**config.mk**
```make
export PLATFORM = sky130hd
export DESIGN_NAME = controlUnit
export DESIGN_NICKNAME = d
export VERILOG_FILES = /design/src/source/ctrlPkg.sv /design/src/source/opcodeDecoder.sv /design/src/source/stepSequencer.sv /design/src/source/controlWordGen.sv /design/src/source/controlUnit.sv
export SDC_FILE = /design/constraint.sdc
export NUM_CORES = 1
export LEC_CHECK = 0
export BUFFER_PORTS_ARGS = -buffer_cell sky130_fd_sc_hd__buf_2
export CORE_ASPECT_RATIO = 1.75
export CORE_MARGIN = 2
export CORE_UTILIZATION = 55
export CTS_BUF_LIST = sky130_fd_sc_hd__clkbuf_4 sky130_fd_sc_hd__clkbuf_8 sky130_fd_sc_hd__clkbuf_16
export DETAILED_ROUTE_END_ITERATION = 12
export PLACE_DENSITY = 0.81
export SLEW_MARGIN = 20
export SYNTH_ARGS = -nofsm -noshare
export SYNTH_HDL_FRONTEND = slang
export SYNTH_SLANG_ARGS = --single-unit
```
**constraint.sdc**
```tcl
create_clock -name clk -period 3.5 [get_ports clk]
set_input_delay 0 -clock clk [delete_from_list [all_inputs] [get_ports clk]]
set_output_delay 0 -clock clk [all_outputs]
set_load 0.02 [all_outputs]
```
**src/source/ctrlPkg.sv**
```systemverilog
`default_nettype none

package ctrlPkg;

    localparam int insWidth     = 8;
    localparam int moveIdxWidth = 4;
    localparam int stepWidth    = 3;
    localparam int wrEnWidth    = 10;
    localparam int incWidth     = 4;

    // last step of each phase, counted from 0
    localparam logic [stepWidth-1:0] fetchLastStep = 3'd2;
    localparam logic [stepWidth-1:0] shortLastStep = 3'd0; // single-word instructions
    localparam logic [stepWidth-1:0] midLastStep   = 3'd2; // one memory access
    localparam logic [stepWidth-1:0] longLastStep  = 3'd4; // operand fetch plus access

    // wrEnReg bit positions
    localparam int arIdx = 9;
    localparam int rIdx  = 8;
    localparam int pcIdx = 7;
    localparam int irIdx = 6;
    localparam int rlIdx = 5;
    localparam int rcIdx = 4;
    localparam int rpIdx = 3;
    localparam int rqIdx = 2;
    localparam int r1Idx = 1;
    localparam int acIdx = 0;

    // incReg bit positions
    localparam int pcInc = 3;
    localparam int rcInc = 2;
    localparam int rpInc = 1;
    localparam int rqInc = 0;

    // moves carry 15 in the low nibble, the move index in the high nibble
    typedef enum logic [insWidth-1:0] {
        opNop    = 8'd0,
        opEndop  = 8'd1,
        opClac   = 8'd2,
        opLdiac  = 8'd3,
        opLdac   = 8'd4,
        opStr    = 8'd5,
        opStir   = 8'd6,
        opJump   = 8'd7,
        opJmpnz  = 8'd8,
        opJmpz   = 8'd9,
        opMul    = 8'd10,
        opAdd    = 8'd11,
        opSub    = 8'd12,
        opIncac  = 8'd13,
        opMvRlAc = 8'h1F,
        opMvRpAc = 8'h2F,
        opMvRqAc = 8'h3F,
        opMvRcAc = 8'h4F,
        opMvRAc  = 8'h5F,
        opMvR1Ac = 8'h6F,
        opMvAcRp = 8'h7F,
        opMvAcRq = 8'h8F,
        opMvAcRl = 8'h9F
    } opcode_t;

    typedef enum logic [3:0] {
        nop, halt, clearAc, loadImm, loadInd, store, storeImm, jumpTaken,
        jumpSkip, aluMul, aluAdd, aluSub, aluInc, moveOut, moveIn, illegal
    } opClass_t;

    typedef enum logic [2:0] {
        aluOpClear = 3'd0,
        aluOpPass  = 3'd1,
        aluOpAdd   = 3'd2,
        aluOpSub   = 3'd3,
        aluOpMul   = 3'd4,
        aluOpInc   = 3'd5,
        aluOpIdle  = 3'd6
    } aluOp_t;

    typedef enum logic [3:0] {
        busDMem = 4'd0,
        busR    = 4'd1,
        busIr   = 4'd2,
        busRl   = 4'd3,
        busRc   = 4'd4,
        busRp   = 4'd5,
        busRq   = 4'd6,
        busR1   = 4'd7,
        busAc   = 4'd8,
        busIdle = 4'd9
    } busSel_t;

    typedef enum logic [1:0] {idle, fetch, execute, halted} phase_t;

endpackage

`default_nettype wire

```
**src/source/opcodeDecoder.sv**
```systemverilog
`timescale 1ns/1ps
`default_nettype none

module opcodeDecoder (
    input  logic [ctrlPkg::insWidth-1:0]     ins,
    input  logic                             zFlag,
    output ctrlPkg::opClass_t                opClass,
    output logic [ctrlPkg::moveIdxWidth-1:0] moveIdx,
    output logic [ctrlPkg::stepWidth-1:0]    lastStep
);
    import ctrlPkg::*;

    // the only place where the jump condition is tested
    always_comb begin
        opClass = illegal;
        moveIdx = '0;
        case (ins)
            opNop:   opClass = nop;
            opEndop: opClass = halt;
            opClac:  opClass = clearAc;
            opLdiac: opClass = loadImm;
            opLdac:  opClass = loadInd;
            opStr:   opClass = store;
            opStir:  opClass = storeImm;
            opJump:  opClass = jumpTaken;
            opJmpnz: opClass = zFlag ? jumpSkip : jumpTaken;
            opJmpz:  opClass = zFlag ? jumpTaken : jumpSkip;
            opMul:   opClass = aluMul;
            opAdd:   opClass = aluAdd;
            opSub:   opClass = aluSub;
            opIncac: opClass = aluInc;
            opMvRlAc, opMvRpAc, opMvRqAc, opMvRcAc, opMvRAc, opMvR1Ac: begin
                opClass = moveOut; // AC into a register
                moveIdx = ins[insWidth-1:insWidth-moveIdxWidth];
            end
            opMvAcRp, opMvAcRq, opMvAcRl: begin
                opClass = moveIn;
                moveIdx = ins[insWidth-1:insWidth-moveIdxWidth];
            end
            default: opClass = illegal;
        endcase
    end

    always_comb begin
        case (opClass)
            loadImm, storeImm:          lastStep = longLastStep;
            loadInd, store, jumpTaken:  lastStep = midLastStep;
            default:                    lastStep = shortLastStep;
        endcase
    end

endmodule

`default_nettype wire

```
**src/source/stepSequencer.sv**
```systemverilog
`timescale 1ns/1ps
`default_nettype none

module stepSequencer (
    input  logic                             clk,
    input  logic                             rstN,
    input  logic                             start,
    input  ctrlPkg::opClass_t                opClass,
    input  logic [ctrlPkg::moveIdxWidth-1:0] moveIdxIn,
    input  logic [ctrlPkg::stepWidth-1:0]    lastStep,
    output ctrlPkg::phase_t                  phase,
    output logic [ctrlPkg::stepWidth-1:0]    step,
    output ctrlPkg::opClass_t                curClass,
    output logic [ctrlPkg::moveIdxWidth-1:0] curMoveIdx,
    output logic                             ready,
    output logic                             done
);
    import ctrlPkg::*;

    logic [stepWidth-1:0] curLastStep;

    always_ff @(posedge clk) begin
        if (!rstN) begin
            phase       <= idle;
            step        <= '0;
            curClass    <= nop;
            curMoveIdx  <= '0;
            curLastStep <= '0;
        end else begin
            case (phase)
                idle: begin
                    if (start) begin
                        phase <= fetch;
                        step  <= '0;
                    end
                end
                fetch: begin
                    if (step == fetchLastStep) begin // decode step
                        phase       <= execute;
                        step        <= '0;
                        curClass    <= opClass;
                        curMoveIdx  <= moveIdxIn;
                        curLastStep <= lastStep;
                    end else begin
                        step <= step + 1'b1;
                    end
                end
                execute: begin
                    if (curClass == halt) begin
                        phase <= halted;
                        step  <= '0;
                    end else if (curClass == illegal) begin
                        phase <= idle;
                        step  <= '0;
                    end else if (step == curLastStep) begin
                        phase <= fetch;
                        step  <= '0;
                    end else begin
                        step <= step + 1'b1;
                    end
                end
                default: begin
                    phase <= halted; // left only by reset
                    step  <= '0;
                end
            endcase
        end
    end

    assign ready = (phase == idle);
    assign done  = (phase == halted);

    readyDoneExclusive: assert property (
        @(posedge clk) disable iff (!rstN) !(ready && done)
    );

    // the step counter must wrap at the latched last step
    stepWithinLength: assert property (
        @(posedge clk) disable iff (!rstN) (phase == execute) |-> (step <= curLastStep)
    );

endmodule

`default_nettype wire

```
**src/source/controlWordGen.sv**
```systemverilog
`timescale 1ns/1ps
`default_nettype none

module controlWordGen (
    input  ctrlPkg::phase_t                  phase,
    input  logic [ctrlPkg::stepWidth-1:0]    step,
    input  ctrlPkg::opClass_t                curClass,
    input  logic [ctrlPkg::moveIdxWidth-1:0] curMoveIdx,
    input  ctrlPkg::opClass_t                opClass,
    output ctrlPkg::aluOp_t                  aluOp,
    output logic [ctrlPkg::incWidth-1:0]     incReg,
    output logic [ctrlPkg::wrEnWidth-1:0]    wrEnReg,
    output ctrlPkg::busSel_t                 busSel,
    output logic                             dMemWrEn,
    output logic                             zWrEn
);
    import ctrlPkg::*;

    always_comb begin
        aluOp    = aluOpIdle;
        incReg   = '0;
        wrEnReg  = '0;
        busSel   = busIdle;
        dMemWrEn = 1'b0;
        zWrEn    = 1'b0;
        case (phase)
            fetch: begin
                if (step == fetchLastStep) begin
                    incReg[pcInc] = 1'b1;
                    busSel        = busDMem;
                end else begin
                    wrEnReg[irIdx] = 1'b1; // memory wait plus IR load
                end
            end
            execute: begin
                case (curClass)
                    clearAc: begin
                        aluOp          = aluOpClear;
                        wrEnReg[acIdx] = 1'b1;
                        zWrEn          = 1'b1;
                    end
                    loadImm, storeImm: begin
                        if (step < 3'd2) begin
                            wrEnReg[irIdx] = 1'b1; // fetch the operand address
                        end else if (step == 3'd2) begin
                            incReg[pcInc]  = 1'b1;
                            wrEnReg[arIdx] = 1'b1;
                            busSel         = busIr;
                        end else if (curClass == loadImm) begin
                            aluOp          = aluOpPass;
                            wrEnReg[acIdx] = 1'b1;
                            zWrEn          = 1'b1;
                            busSel         = busDMem;
                        end else begin
                            dMemWrEn = 1'b1;
                        end
                    end
                    loadInd, store: begin
                        if (step == 3'd0) begin
                            wrEnReg[arIdx] = 1'b1; // address from AC
                            busSel         = busAc;
                        end else if (curClass == loadInd) begin
                            aluOp          = aluOpPass;
                            wrEnReg[acIdx] = 1'b1;
                            zWrEn          = 1'b1;
                            busSel         = busDMem;
                        end else begin
                            dMemWrEn = 1'b1;
                        end
                    end
                    jumpTaken: begin
                        if (step < 3'd2) begin
                            wrEnReg[irIdx] = 1'b1;
                            busSel         = busDMem;
                        end else begin
                            wrEnReg[pcIdx] = 1'b1; // target from IR
                            busSel         = busIr;
                        end
                    end
                    jumpSkip: incReg[pcInc] = 1'b1; // step over the target byte
                    aluMul: begin
                        aluOp          = aluOpMul;
                        incReg[rcInc]  = 1'b1;
                        incReg[rpInc]  = 1'b1;
                        incReg[rqInc]  = 1'b1;
                        wrEnReg[acIdx] = 1'b1;
                        zWrEn          = 1'b1;
                        busSel         = busR1;
                    end
                    aluAdd, aluSub, aluInc: begin
                        wrEnReg[acIdx] = 1'b1;
                        zWrEn          = 1'b1;
                        if (curClass == aluAdd) begin
                            aluOp  = aluOpAdd;
                            busSel = busR;
                        end else if (curClass == aluSub) begin
                            aluOp  = aluOpSub;
                            busSel = busRc;
                        end else begin
                            aluOp = aluOpInc;
                        end
                    end
                    moveOut: begin
                        busSel = busAc;
                        case (curMoveIdx)
                            4'd1:    wrEnReg[rlIdx] = 1'b1;
                            4'd2:    wrEnReg[rpIdx] = 1'b1;
                            4'd3:    wrEnReg[rqIdx] = 1'b1;
                            4'd4:    wrEnReg[rcIdx] = 1'b1;
                            4'd5:    wrEnReg[rIdx]  = 1'b1;
                            4'd6:    wrEnReg[r1Idx] = 1'b1;
                            default: wrEnReg        = '0;
                        endcase
                    end
                    moveIn: begin
                        aluOp          = aluOpPass;
                        wrEnReg[acIdx] = 1'b1;
                        zWrEn          = 1'b1;
                        case (curMoveIdx)
                            4'd7:    busSel = busRp;
                            4'd8:    busSel = busRq;
                            default: busSel = busRl;
                        endcase
                    end
                    halt:    busSel = busDMem;
                    default: busSel = busIdle; // nop and illegal
                endcase
            end
            halted:  busSel = busDMem;
            default: busSel = busIdle;
        endcase
    end

    always_comb begin
        assert ((wrEnReg & (wrEnReg - 1'b1)) == '0);
        assert (!(dMemWrEn && (wrEnReg != '0)));
        // a conditional jump needs a known zFlag at the decode step
        assert (!(phase == fetch && step == fetchLastStep) || !$isunknown(opClass));
    end

endmodule

`default_nettype wire

```
**src/source/controlUnit.sv**
```systemverilog
`timescale 1ns/1ps
`default_nettype none

module controlUnit (
    input  logic                          clk,
    input  logic                          rstN,
    input  logic                          start,
    input  logic [ctrlPkg::insWidth-1:0]  ins,
    input  logic                          zFlag,
    output ctrlPkg::aluOp_t               aluOp,
    output logic [ctrlPkg::incWidth-1:0]  incReg,  // {pc, rc, rp, rq}
    output logic [ctrlPkg::wrEnWidth-1:0] wrEnReg, // {ar, r, pc, ir, rl, rc, rp, rq, r1, ac}
    output ctrlPkg::busSel_t              busSel,
    output logic                          dMemWrEn,
    output logic                          zWrEn,
    output logic                          ready,
    output logic                          done
);
    import ctrlPkg::*;

    opClass_t                opClass;
    opClass_t                curClass;
    phase_t                  phase;
    logic [moveIdxWidth-1:0] moveIdx;
    logic [moveIdxWidth-1:0] curMoveIdx;
    logic [stepWidth-1:0]    lastStep;
    logic [stepWidth-1:0]    step;

    opcodeDecoder decoder (
        .ins      (ins),
        .zFlag    (zFlag),
        .opClass  (opClass),
        .moveIdx  (moveIdx),
        .lastStep (lastStep)
    );

    stepSequencer sequencer (
        .clk        (clk),
        .rstN       (rstN),
        .start      (start),
        .opClass    (opClass),
        .moveIdxIn  (moveIdx),
        .lastStep   (lastStep),
        .phase      (phase),
        .step       (step),
        .curClass   (curClass),
        .curMoveIdx (curMoveIdx),
        .ready      (ready),
        .done       (done)
    );

    controlWordGen wordGen (
        .phase      (phase),
        .step       (step),
        .curClass   (curClass),
        .curMoveIdx (curMoveIdx),
        .opClass    (opClass), // live class, used at the decode step
        .aluOp      (aluOp),
        .incReg     (incReg),
        .wrEnReg    (wrEnReg),
        .busSel     (busSel),
        .dMemWrEn   (dMemWrEn),
        .zWrEn      (zWrEn)
    );

endmodule

`default_nettype wire

```
==> flow_metrics.env, run 1 <==
export IMPL_relSlewSlack_pct=53.83
export IMPL_track_usage_pct=26.50
export IMPL_htreeDepth=1
export IMPL_avgSynthCellArea_sq_um=6.587
export IMPL_drc=0
export IMPL_dp_hpwl_um=3286
export IMPL_syn_nets=261
export IMPL_die_area_sq_mm=0.003362
export IMPL_hold_slack_ns=0.05813
export IMPL_syn_cell_area_sq_mm=0.001594
export IMPL_worstHoldEndpoint="sequencer.curMoveIdx[1]"
export IMPL_met2_usage_pct=51.05
export IMPL_stdcell_area_sq_mm=0.001775
export IMPL_placed_cells=288
export IMPL_cts_resized=0
export IMPL_reg2reg_from="sequencer.step[1]"
export IMPL_viasPerCell=6.082
export IMPL_nets=285
export IMPL_grtUsageMet3_pct=0.7194
export IMPL_slew_violations=0
export IMPL_cts_setup_buffers=0
export IMPL_grt_busiest_layer="met2"
export IMPL_holdPathStages=3
export IMPL_clk_latency_ns=0.25
export IMPL_numCtsBuffers=3
export IMPL_core_area_sq_mm=0.002721
export IMPL_antenna_found_initial=0
export IMPL_intPower_mw=0.3625
export IMPL_ant_nets=0
export IMPL_path_max_fanout=12
export IMPL_grt_pass1_wl_um=6651
export IMPL_power_static_leakage_nw=0.6912
export IMPL_met1_usage_pct=27.47
export IMPL_endpoint_kind="output pin"
export IMPL_port_buffers=36
export IMPL_clk_path_buf_depth=2
export IMPL_initial_core_util_pct=58.57
export IMPL_max_stage_delay_ns=0.57
export IMPL_yosysSeqAreaShare_pct=18.84
export IMPL_fin_crit_sh_pct=67.76
export IMPL_fin_cells=292
export IMPL_setup_worst_path_class="flip-flop to output pin"
export IMPL_first_pass_iters=4
export IMPL_crit_top_cell="nor2b_1"
export IMPL_root_buffer="clkbuf_8"
export IMPL_rsz0062_at_grt="no"
export IMPL_avgRoutedWirePerCell_um=14.03
export IMPL_ctsHoldBuffers=0
export IMPL_worst_ep_arrival_time_ns=2.37
export IMPL_synthFlopType="dfxtp_1"
export IMPL_nFillCells=267
export IMPL_rrSetupSlack_ns=1.34
export IMPL_grt_max_degree=23
export IMPL_crit_path_start_kind="flip-flop"
export IMPL_drt_wl_total_um=4098
export IMPL_n_antenna_cell=0
export IMPL_reg2reg_to="sequencer.curLastStep[1]"
export IMPL_netSwitchingFraction_pct=37.73
export IMPL_grt_ovfl_total=0
export IMPL_yosys_warnings=0
export IMPL_crit_path_cell_trace="ha_1, nor2b_1, nand2_1, o32a_1, o32ai_1, a21oi_1, nor2b_1, buf_2"
export IMPL_drv_cap=0
export IMPL_worstPathRequired_ns=3.50
export IMPL_tightest_slew_ns=0.6917
export IMPL_power_frac_seq_pct=33.3
export IMPL_drt_iter0_markers=50
export IMPL_tritoncts="built"
export IMPL_hold_viol=0
export IMPL_reg2regPathDepth=6
export IMPL_grt_pass1_vias=1568
export IMPL_rows=25
export IMPL_place_area_sq_mm=0.001727
export IMPL_worstHoldStart="ins[5]"
export IMPL_synthToLayoutAreaGrowth_pct=11.38
export IMPL_synthCells=242
export IMPL_clkSlewWorstSetupHoldPaths_ns=0.05
export IMPL_slowest_stage="dfxtp_1"
export IMPL_synth_edf_count=0
export IMPL_powerDensity_mw_per_mm2=327.8
export IMPL_io_pins=37
export IMPL_die_x_um=44.70
export IMPL_synthArstFlopShare_pct=0
export IMPL_setup_violations=0
export IMPL_p_comb_share_pct=42.1
export IMPL_finalClockSkew_ns=0.002916
export IMPL_fin_crit_ns=2.372
export IMPL_ir_worst_vdd_mv=0.2993
export IMPL_drive_gt1_share_pct=17.36
export IMPL_gp_congestion=0.9632
export IMPL_ys_ff_latch=15
export IMPL_power_frac_clock_pct=24.7
export IMPL_vias=1776
export IMPL_die_height_um=75.22
export IMPL_clock_sinks=15
export IMPL_synth_cell_types=54
export IMPL_p_switching_mw=0.2196
export IMPL_fmax_mhz=421.7
export IMPL_status="completed"
export IMPL_hold_class="input pin to flip-flop"
export IMPL_final_setup_tns_ns=0
-- cells by family after synthesis --
| kind of cell | after synthesis | share of synthesized area [%] |
|---|---|---|
| AOI/OAI and AO/OA | 67 | 28.02 |
| xor gates and xnor gates | 3 | 1.649 |
| adders and majority gates | 7 | 5.494 |
| buffers and inverters | 30 | 8.162 |
| DFF | 15 | 18.84 |
| muxes | 1 | 0.6280 |
| and+or+nand+nor | 119 | 37.21 |
-- state kept, by name (all words and copies together) (netlist names) --
name / flops
sequencer.curClass: 4
sequencer.phase: 2
sequencer.curMoveIdx: 4
sequencer.step: 3
sequencer.curLastStep: 2
-- cells in the mapped netlist, types with 2 or more instances --
cell,number,area share [%]
a211oi_1,4,1.9
a21o_1,2,0.94
a21oi_1,19,6.0
a311o_1,2,1.3
a31oi_1,2,0.78
and2_1,5,2.0
buf_2,5,1.6
buf_4,3,1.4
clkbuf_1,8,1.9
dfxtp_1,15,19
ha_1,7,5.5
inv_1,12,2.8
nand2_1,33,7.8
nand2b_1,8,3.1
nand3_1,10,3.1
nand3b_1,3,1.4
nand4_1,2,0.78
nor2_1,31,7.3
nor2b_1,5,2.0
nor3_1,8,2.5
nor3b_1,3,1.4
nor4b_1,2,1.1
o211ai_1,3,1.4
o21ai_0,15,4.7
o21bai_1,2,0.94
o32a_1,2,1.3
o41ai_1,3,1.6
xor2_1,2,1.1
-- power by group through the flow --
stage	Combinational (mW)	Clock, mW	Sequential, mW
after global routing	0.269	0.155	0.196
after CTS	0.246	0.146	0.193
after floorplan	0.178	0	0.194
after detailed placement	0.246	0	0.197
after global placement	0.244	0	0.196
final	0.245	0.144	0.194
-- critical path: cells and delay by family, from the launching register on --
family                   cells  cell delay [ns]
AND/OR/NAND/NOR              3             0.57
flip-flops                   1             0.57
AO/OA/AOI/OAI                3             0.54
adder cells (fa/ha/maj)      1             0.27
buffers and inverters        1             0.17
-- placed cells by master (no fill, tap or decap), types with 2 or more instances in the layout --
cell      count
buf_2        36
inv_1        12
dfxtp_1      15
o21ai_0      15
o32a_1        2
xor2_1        2
a21o_1        2
nand3_1      10
a21oi_1      19
nand2b_1      8
nor3b_1       3
nor4b_1       2
and2_1        5
o211ai_1      3
nor3_1        8
o21bai_1      2
a31oi_1       2
nand3b_1      3
a311o_1       2
ha_1          7
nand2_1      33
a211oi_1      4
nand4_1       2
o41ai_1       3
clkbuf_8      3
nor2_1       31
nor2b_1       5
-- worst max path at each step --
stage | start | endpoint | slack [ns] | cells past startpoint
final | sequencer.step[1] | incReg[3] | 1.13 | 8
after global routing | sequencer.step[1] | incReg[3] | 0.96 | 8
after CTS | sequencer.step[1] | incReg[3] | 1.16 | 8
after detailed placement | sequencer.step[1] | sequencer.curLastStep[1] | 1.39 | 6
after global placement | sequencer.step[1] | incReg[3] | 1.48 | 8
after floorplan | sequencer.curClass[0] | incReg[1] | 1.70 | 5
-- final cells by class --
class | count | area, sq um | area share [%]
inverter | 13 | 48.80 | 2.748
timing repair buffer | 36 | 180.2 | 10.15
clock buffer | 4 | 48.80 | 2.748
tap | 27 | 33.78 | 1.903
multi-input combinational | 197 | 1164 | 65.54
sequential | 15 | 300.3 | 16.91
-- per-stage QoR --
step | power [mW] | worst slack [ns] | utilization (%)
3_5_place_dp | 0.4429 | 1.392 | 63.45
2_1_floorplan | 0.3720 | 1.700 | -
5_1_grt | 0.6193 | 0.9578 | 65.24
4_1_cts | 0.5853 | 1.156 | 65.24
3_3_place_gp | 0.4406 | 1.484 | 63.45
6_report | 0.5821 | 1.128 | 65.24
-- layer usage --
layer	vias up	routed length, um
met5	-	0
met3	9	141
met4	0	140
met1	799	1543
li1	907	-
met2	61	2274
No activity file was read; power rests on OpenSTA's default activity.
==> run 2, diff against run 1 <==
--- a/config.mk
+++ b/config.mk
@@ -8,10 +8,10 @@
 export BUFFER_PORTS_ARGS = -buffer_cell sky130_fd_sc_hd__buf_2
 export CORE_ASPECT_RATIO = 1.75
 export CORE_MARGIN = 2
-export CORE_UTILIZATION = 55
+export CORE_UTILIZATION = 54
 export CTS_BUF_LIST = sky130_fd_sc_hd__clkbuf_4 sky130_fd_sc_hd__clkbuf_8 sky130_fd_sc_hd__clkbuf_16
 export DETAILED_ROUTE_END_ITERATION = 12
-export PLACE_DENSITY = 0.81
+export PLACE_DENSITY = 0.8
 export SLEW_MARGIN = 20
 export SYNTH_ARGS = -nofsm -noshare
 export SYNTH_HDL_FRONTEND = slang
==> constraint.sdc (replaced) <==
create_clock -name clk -period 2.47 [get_ports clk]
set_input_delay 0 -clock clk [delete_from_list [all_inputs] [get_ports clk]]
set_output_delay 0 -clock clk [all_outputs]
set_load 0.02 [all_outputs]
==> run 2 against run 1 <==
Critical endpoint unchanged. Global-route usage rose by 1.3 points. Critical path depth up 1. First-iteration DRC count is 28% higher. Sequential share of layout area shrank 0.29 points. Core utilization down 2.1 points. Worst setup slack got worse by 0.90 ns. Clock skew barely moved. Via count rose by 1.8%.
==> flow_metrics.env, run 2 (same netlist as run 1, synthesis figures left out) <==
export IMPL_status="completed"
export IMPL_first_pass_iters=5
export IMPL_crit_end="incReg[3]"
export IMPL_drc=0
export IMPL_clk_path_buf_depth=2
export IMPL_worstPathRequired_ns=2.47
export IMPL_die_area_sq_mm=0.003420
export IMPL_grt_ovfl_total=0
export IMPL_n_antenna_cell=0
export IMPL_clock_sinks=15
export IMPL_rows=26
export IMPL_worstHoldStart="rstN"
export IMPL_powerDensity_mw_per_mm2=459.1
export IMPL_crit_path_cell_trace="inv_1, ha_1, nor2b_1, nand2_1, o32a_1, o32ai_1, a21oi_1, nor2b_1, buf_2"
export IMPL_die_height_um=75.88
export IMPL_hold_viol=0
export IMPL_reg2reg_from="sequencer.step[0]"
export IMPL_setup_worst_path_class="flip-flop to output pin"
export IMPL_nFillCells=272
export IMPL_drt_wl_total_um=4221
export IMPL_root_buffer="clkbuf_8"
export IMPL_setup_violations=0
export IMPL_cts_resized=0
export IMPL_initial_core_util_pct=55.68
export IMPL_die_x_um=45.07
export IMPL_grt_busiest_layer="met2"
export IMPL_avgRoutedWirePerCell_um=14.21
export IMPL_ff_latch_area_sq_um=300.3
export IMPL_relSlewSlack_pct=59.22
export IMPL_clkSlewWorstSetupHoldPaths_ns=0.06
export IMPL_met2_usage_pct=50.16
export IMPL_nets=289
export IMPL_viasPerCell=6.088
export IMPL_multiInputGateArea_sq_mm=0.001164
export IMPL_slowest_stage="dfxtp_1"
export IMPL_crit_path_start_kind="flip-flop"
export IMPL_io_pins=37
export IMPL_drt_iter0_markers=64
export IMPL_numCtsBuffers=3
export IMPL_final_setup_tns_ns=0
export IMPL_synthToLayoutAreaGrowth_pct=13.34
export IMPL_finish_utilization_pct=63.11
export IMPL_gp_congestion=0.9933
export IMPL_cp_startpoint="sequencer.step[0]"
export IMPL_htreeDepth=1
export IMPL_grtUsageMet3_pct=1.422
export IMPL_ctsHoldBuffers=0
export IMPL_tritoncts="built"
export IMPL_drv_cap=0
export IMPL_fin_crit_ns=2.241
export IMPL_grt_max_degree=21
export IMPL_grt_pass1_wl_um=7265
export IMPL_slew_violations=0
export IMPL_rsz0062_at_grt="no"
export IMPL_hold_class="input pin to flip-flop"
export IMPL_port_buffers=36
export IMPL_dp_hpwl_um=3424
export IMPL_fin_crit_sh_pct=90.74
export IMPL_rrSetupSlack_ns=0.42
export IMPL_vias=1808
export IMPL_final_cell_mix="buf_2, nand2_1, nor2_1"
export IMPL_path_max_fanout=6
export IMPL_power_static_leakage_nw=0.7130
export IMPL_endpoint_kind="output pin"
export IMPL_track_usage_pct=27.84
export IMPL_grt_pass1_vias=1758
export IMPL_ant_nets=0
export IMPL_worst_ep_arrival_time_ns=2.24
export IMPL_cts_setup_buffers=0
export IMPL_clk_latency_ns=0.24
export IMPL_reg2reg_to="sequencer.curLastStep[1]"
export IMPL_mostFrequentLayoutCell="buf_2"
export IMPL_crit_top_cell="nor2b_1"
export IMPL_fmax_mhz=446.2
export IMPL_tightest_slew_ns=0.6109
export IMPL_antenna_found_initial=0
export IMPL_finalClockSkew_ns=0.003158
export IMPL_drive_gt1_share_pct=18.59
export IMPL_reg2regPathDepth=7
export IMPL_reg_largest_list="sequencer.curClass (4), sequencer.curMoveIdx (4), sequencer.step (3)"
export IMPL_max_stage_delay_ns=0.35
export IMPL_ir_worst_vdd_mv=0.4083
export IMPL_core_area_sq_mm=0.002863
export IMPL_met1_usage_pct=30.26
## run 2: worst min path at each step
stage,endpoint,slack [ns],depth (start not counted)
global route,sequencer.phase[0],0.08,3
finish,sequencer.phase[0],0.07,3
floorplan,sequencer.phase[0],0.12,2
global placement,sequencer.curClass[1],0.31,2
detailed placement,sequencer.phase[0],0.31,3
CTS,sequencer.phase[0],0.06,3
## run 2: metal layers
metal	routed length (um)	vias to the layer above
li1	-	911
met1	1581	820
met2	2339	67
met3	163	10
met4	137	0
met5	0	-
## run 2: power by group
| part | leakage [nW] | internal [mW] | switching [mW] |
|---|---|---|---|
| logic | 0.566 | 0.132 | 0.222 |
| clock network | 0.0262 | 0.125 | 0.0775 |
| registers | 0.121 | 0.257 | 0.0167 |
| total | 0.713 | 0.514 | 0.316 |
## run 2: metrics by stage
step                power, mW  hold slack [ns]  setup slack (ns)  std cells  instance area [sq um]
floorplan              0.5271           0.1205            0.6696        242                   1594
global placement       0.6272           0.3143            0.5653        293                   1758
detailed placement     0.6327           0.3132            0.4363        293                   1758
CTS                    0.8321          0.05983            0.2580        297                   1807
global route           0.8850          0.07732           0.01573        297                   1807
finish                 0.8294          0.06600            0.2287        297                   1807
## run 2: area by class of cell
type / count / area share, %
well taps: 28 / 1.939
clock buffers: 4 / 2.701
inverters: 13 / 2.701
multi-input cells: 197 / 64.40
flip-flops and latches: 15 / 16.62
repair buffers: 40 / 11.63
## run 2: critical path, delay by kind of cell, from the launching register on
| kind | cells | cell delay [ns] |
|---|---|---|
| simple gates | 3 | 0.64 |
| flops | 1 | 0.35 |
| fa+ha+maj | 1 | 0.20 |
| buf+inv | 2 | 0.28 |
| compound gates | 3 | 0.54 |
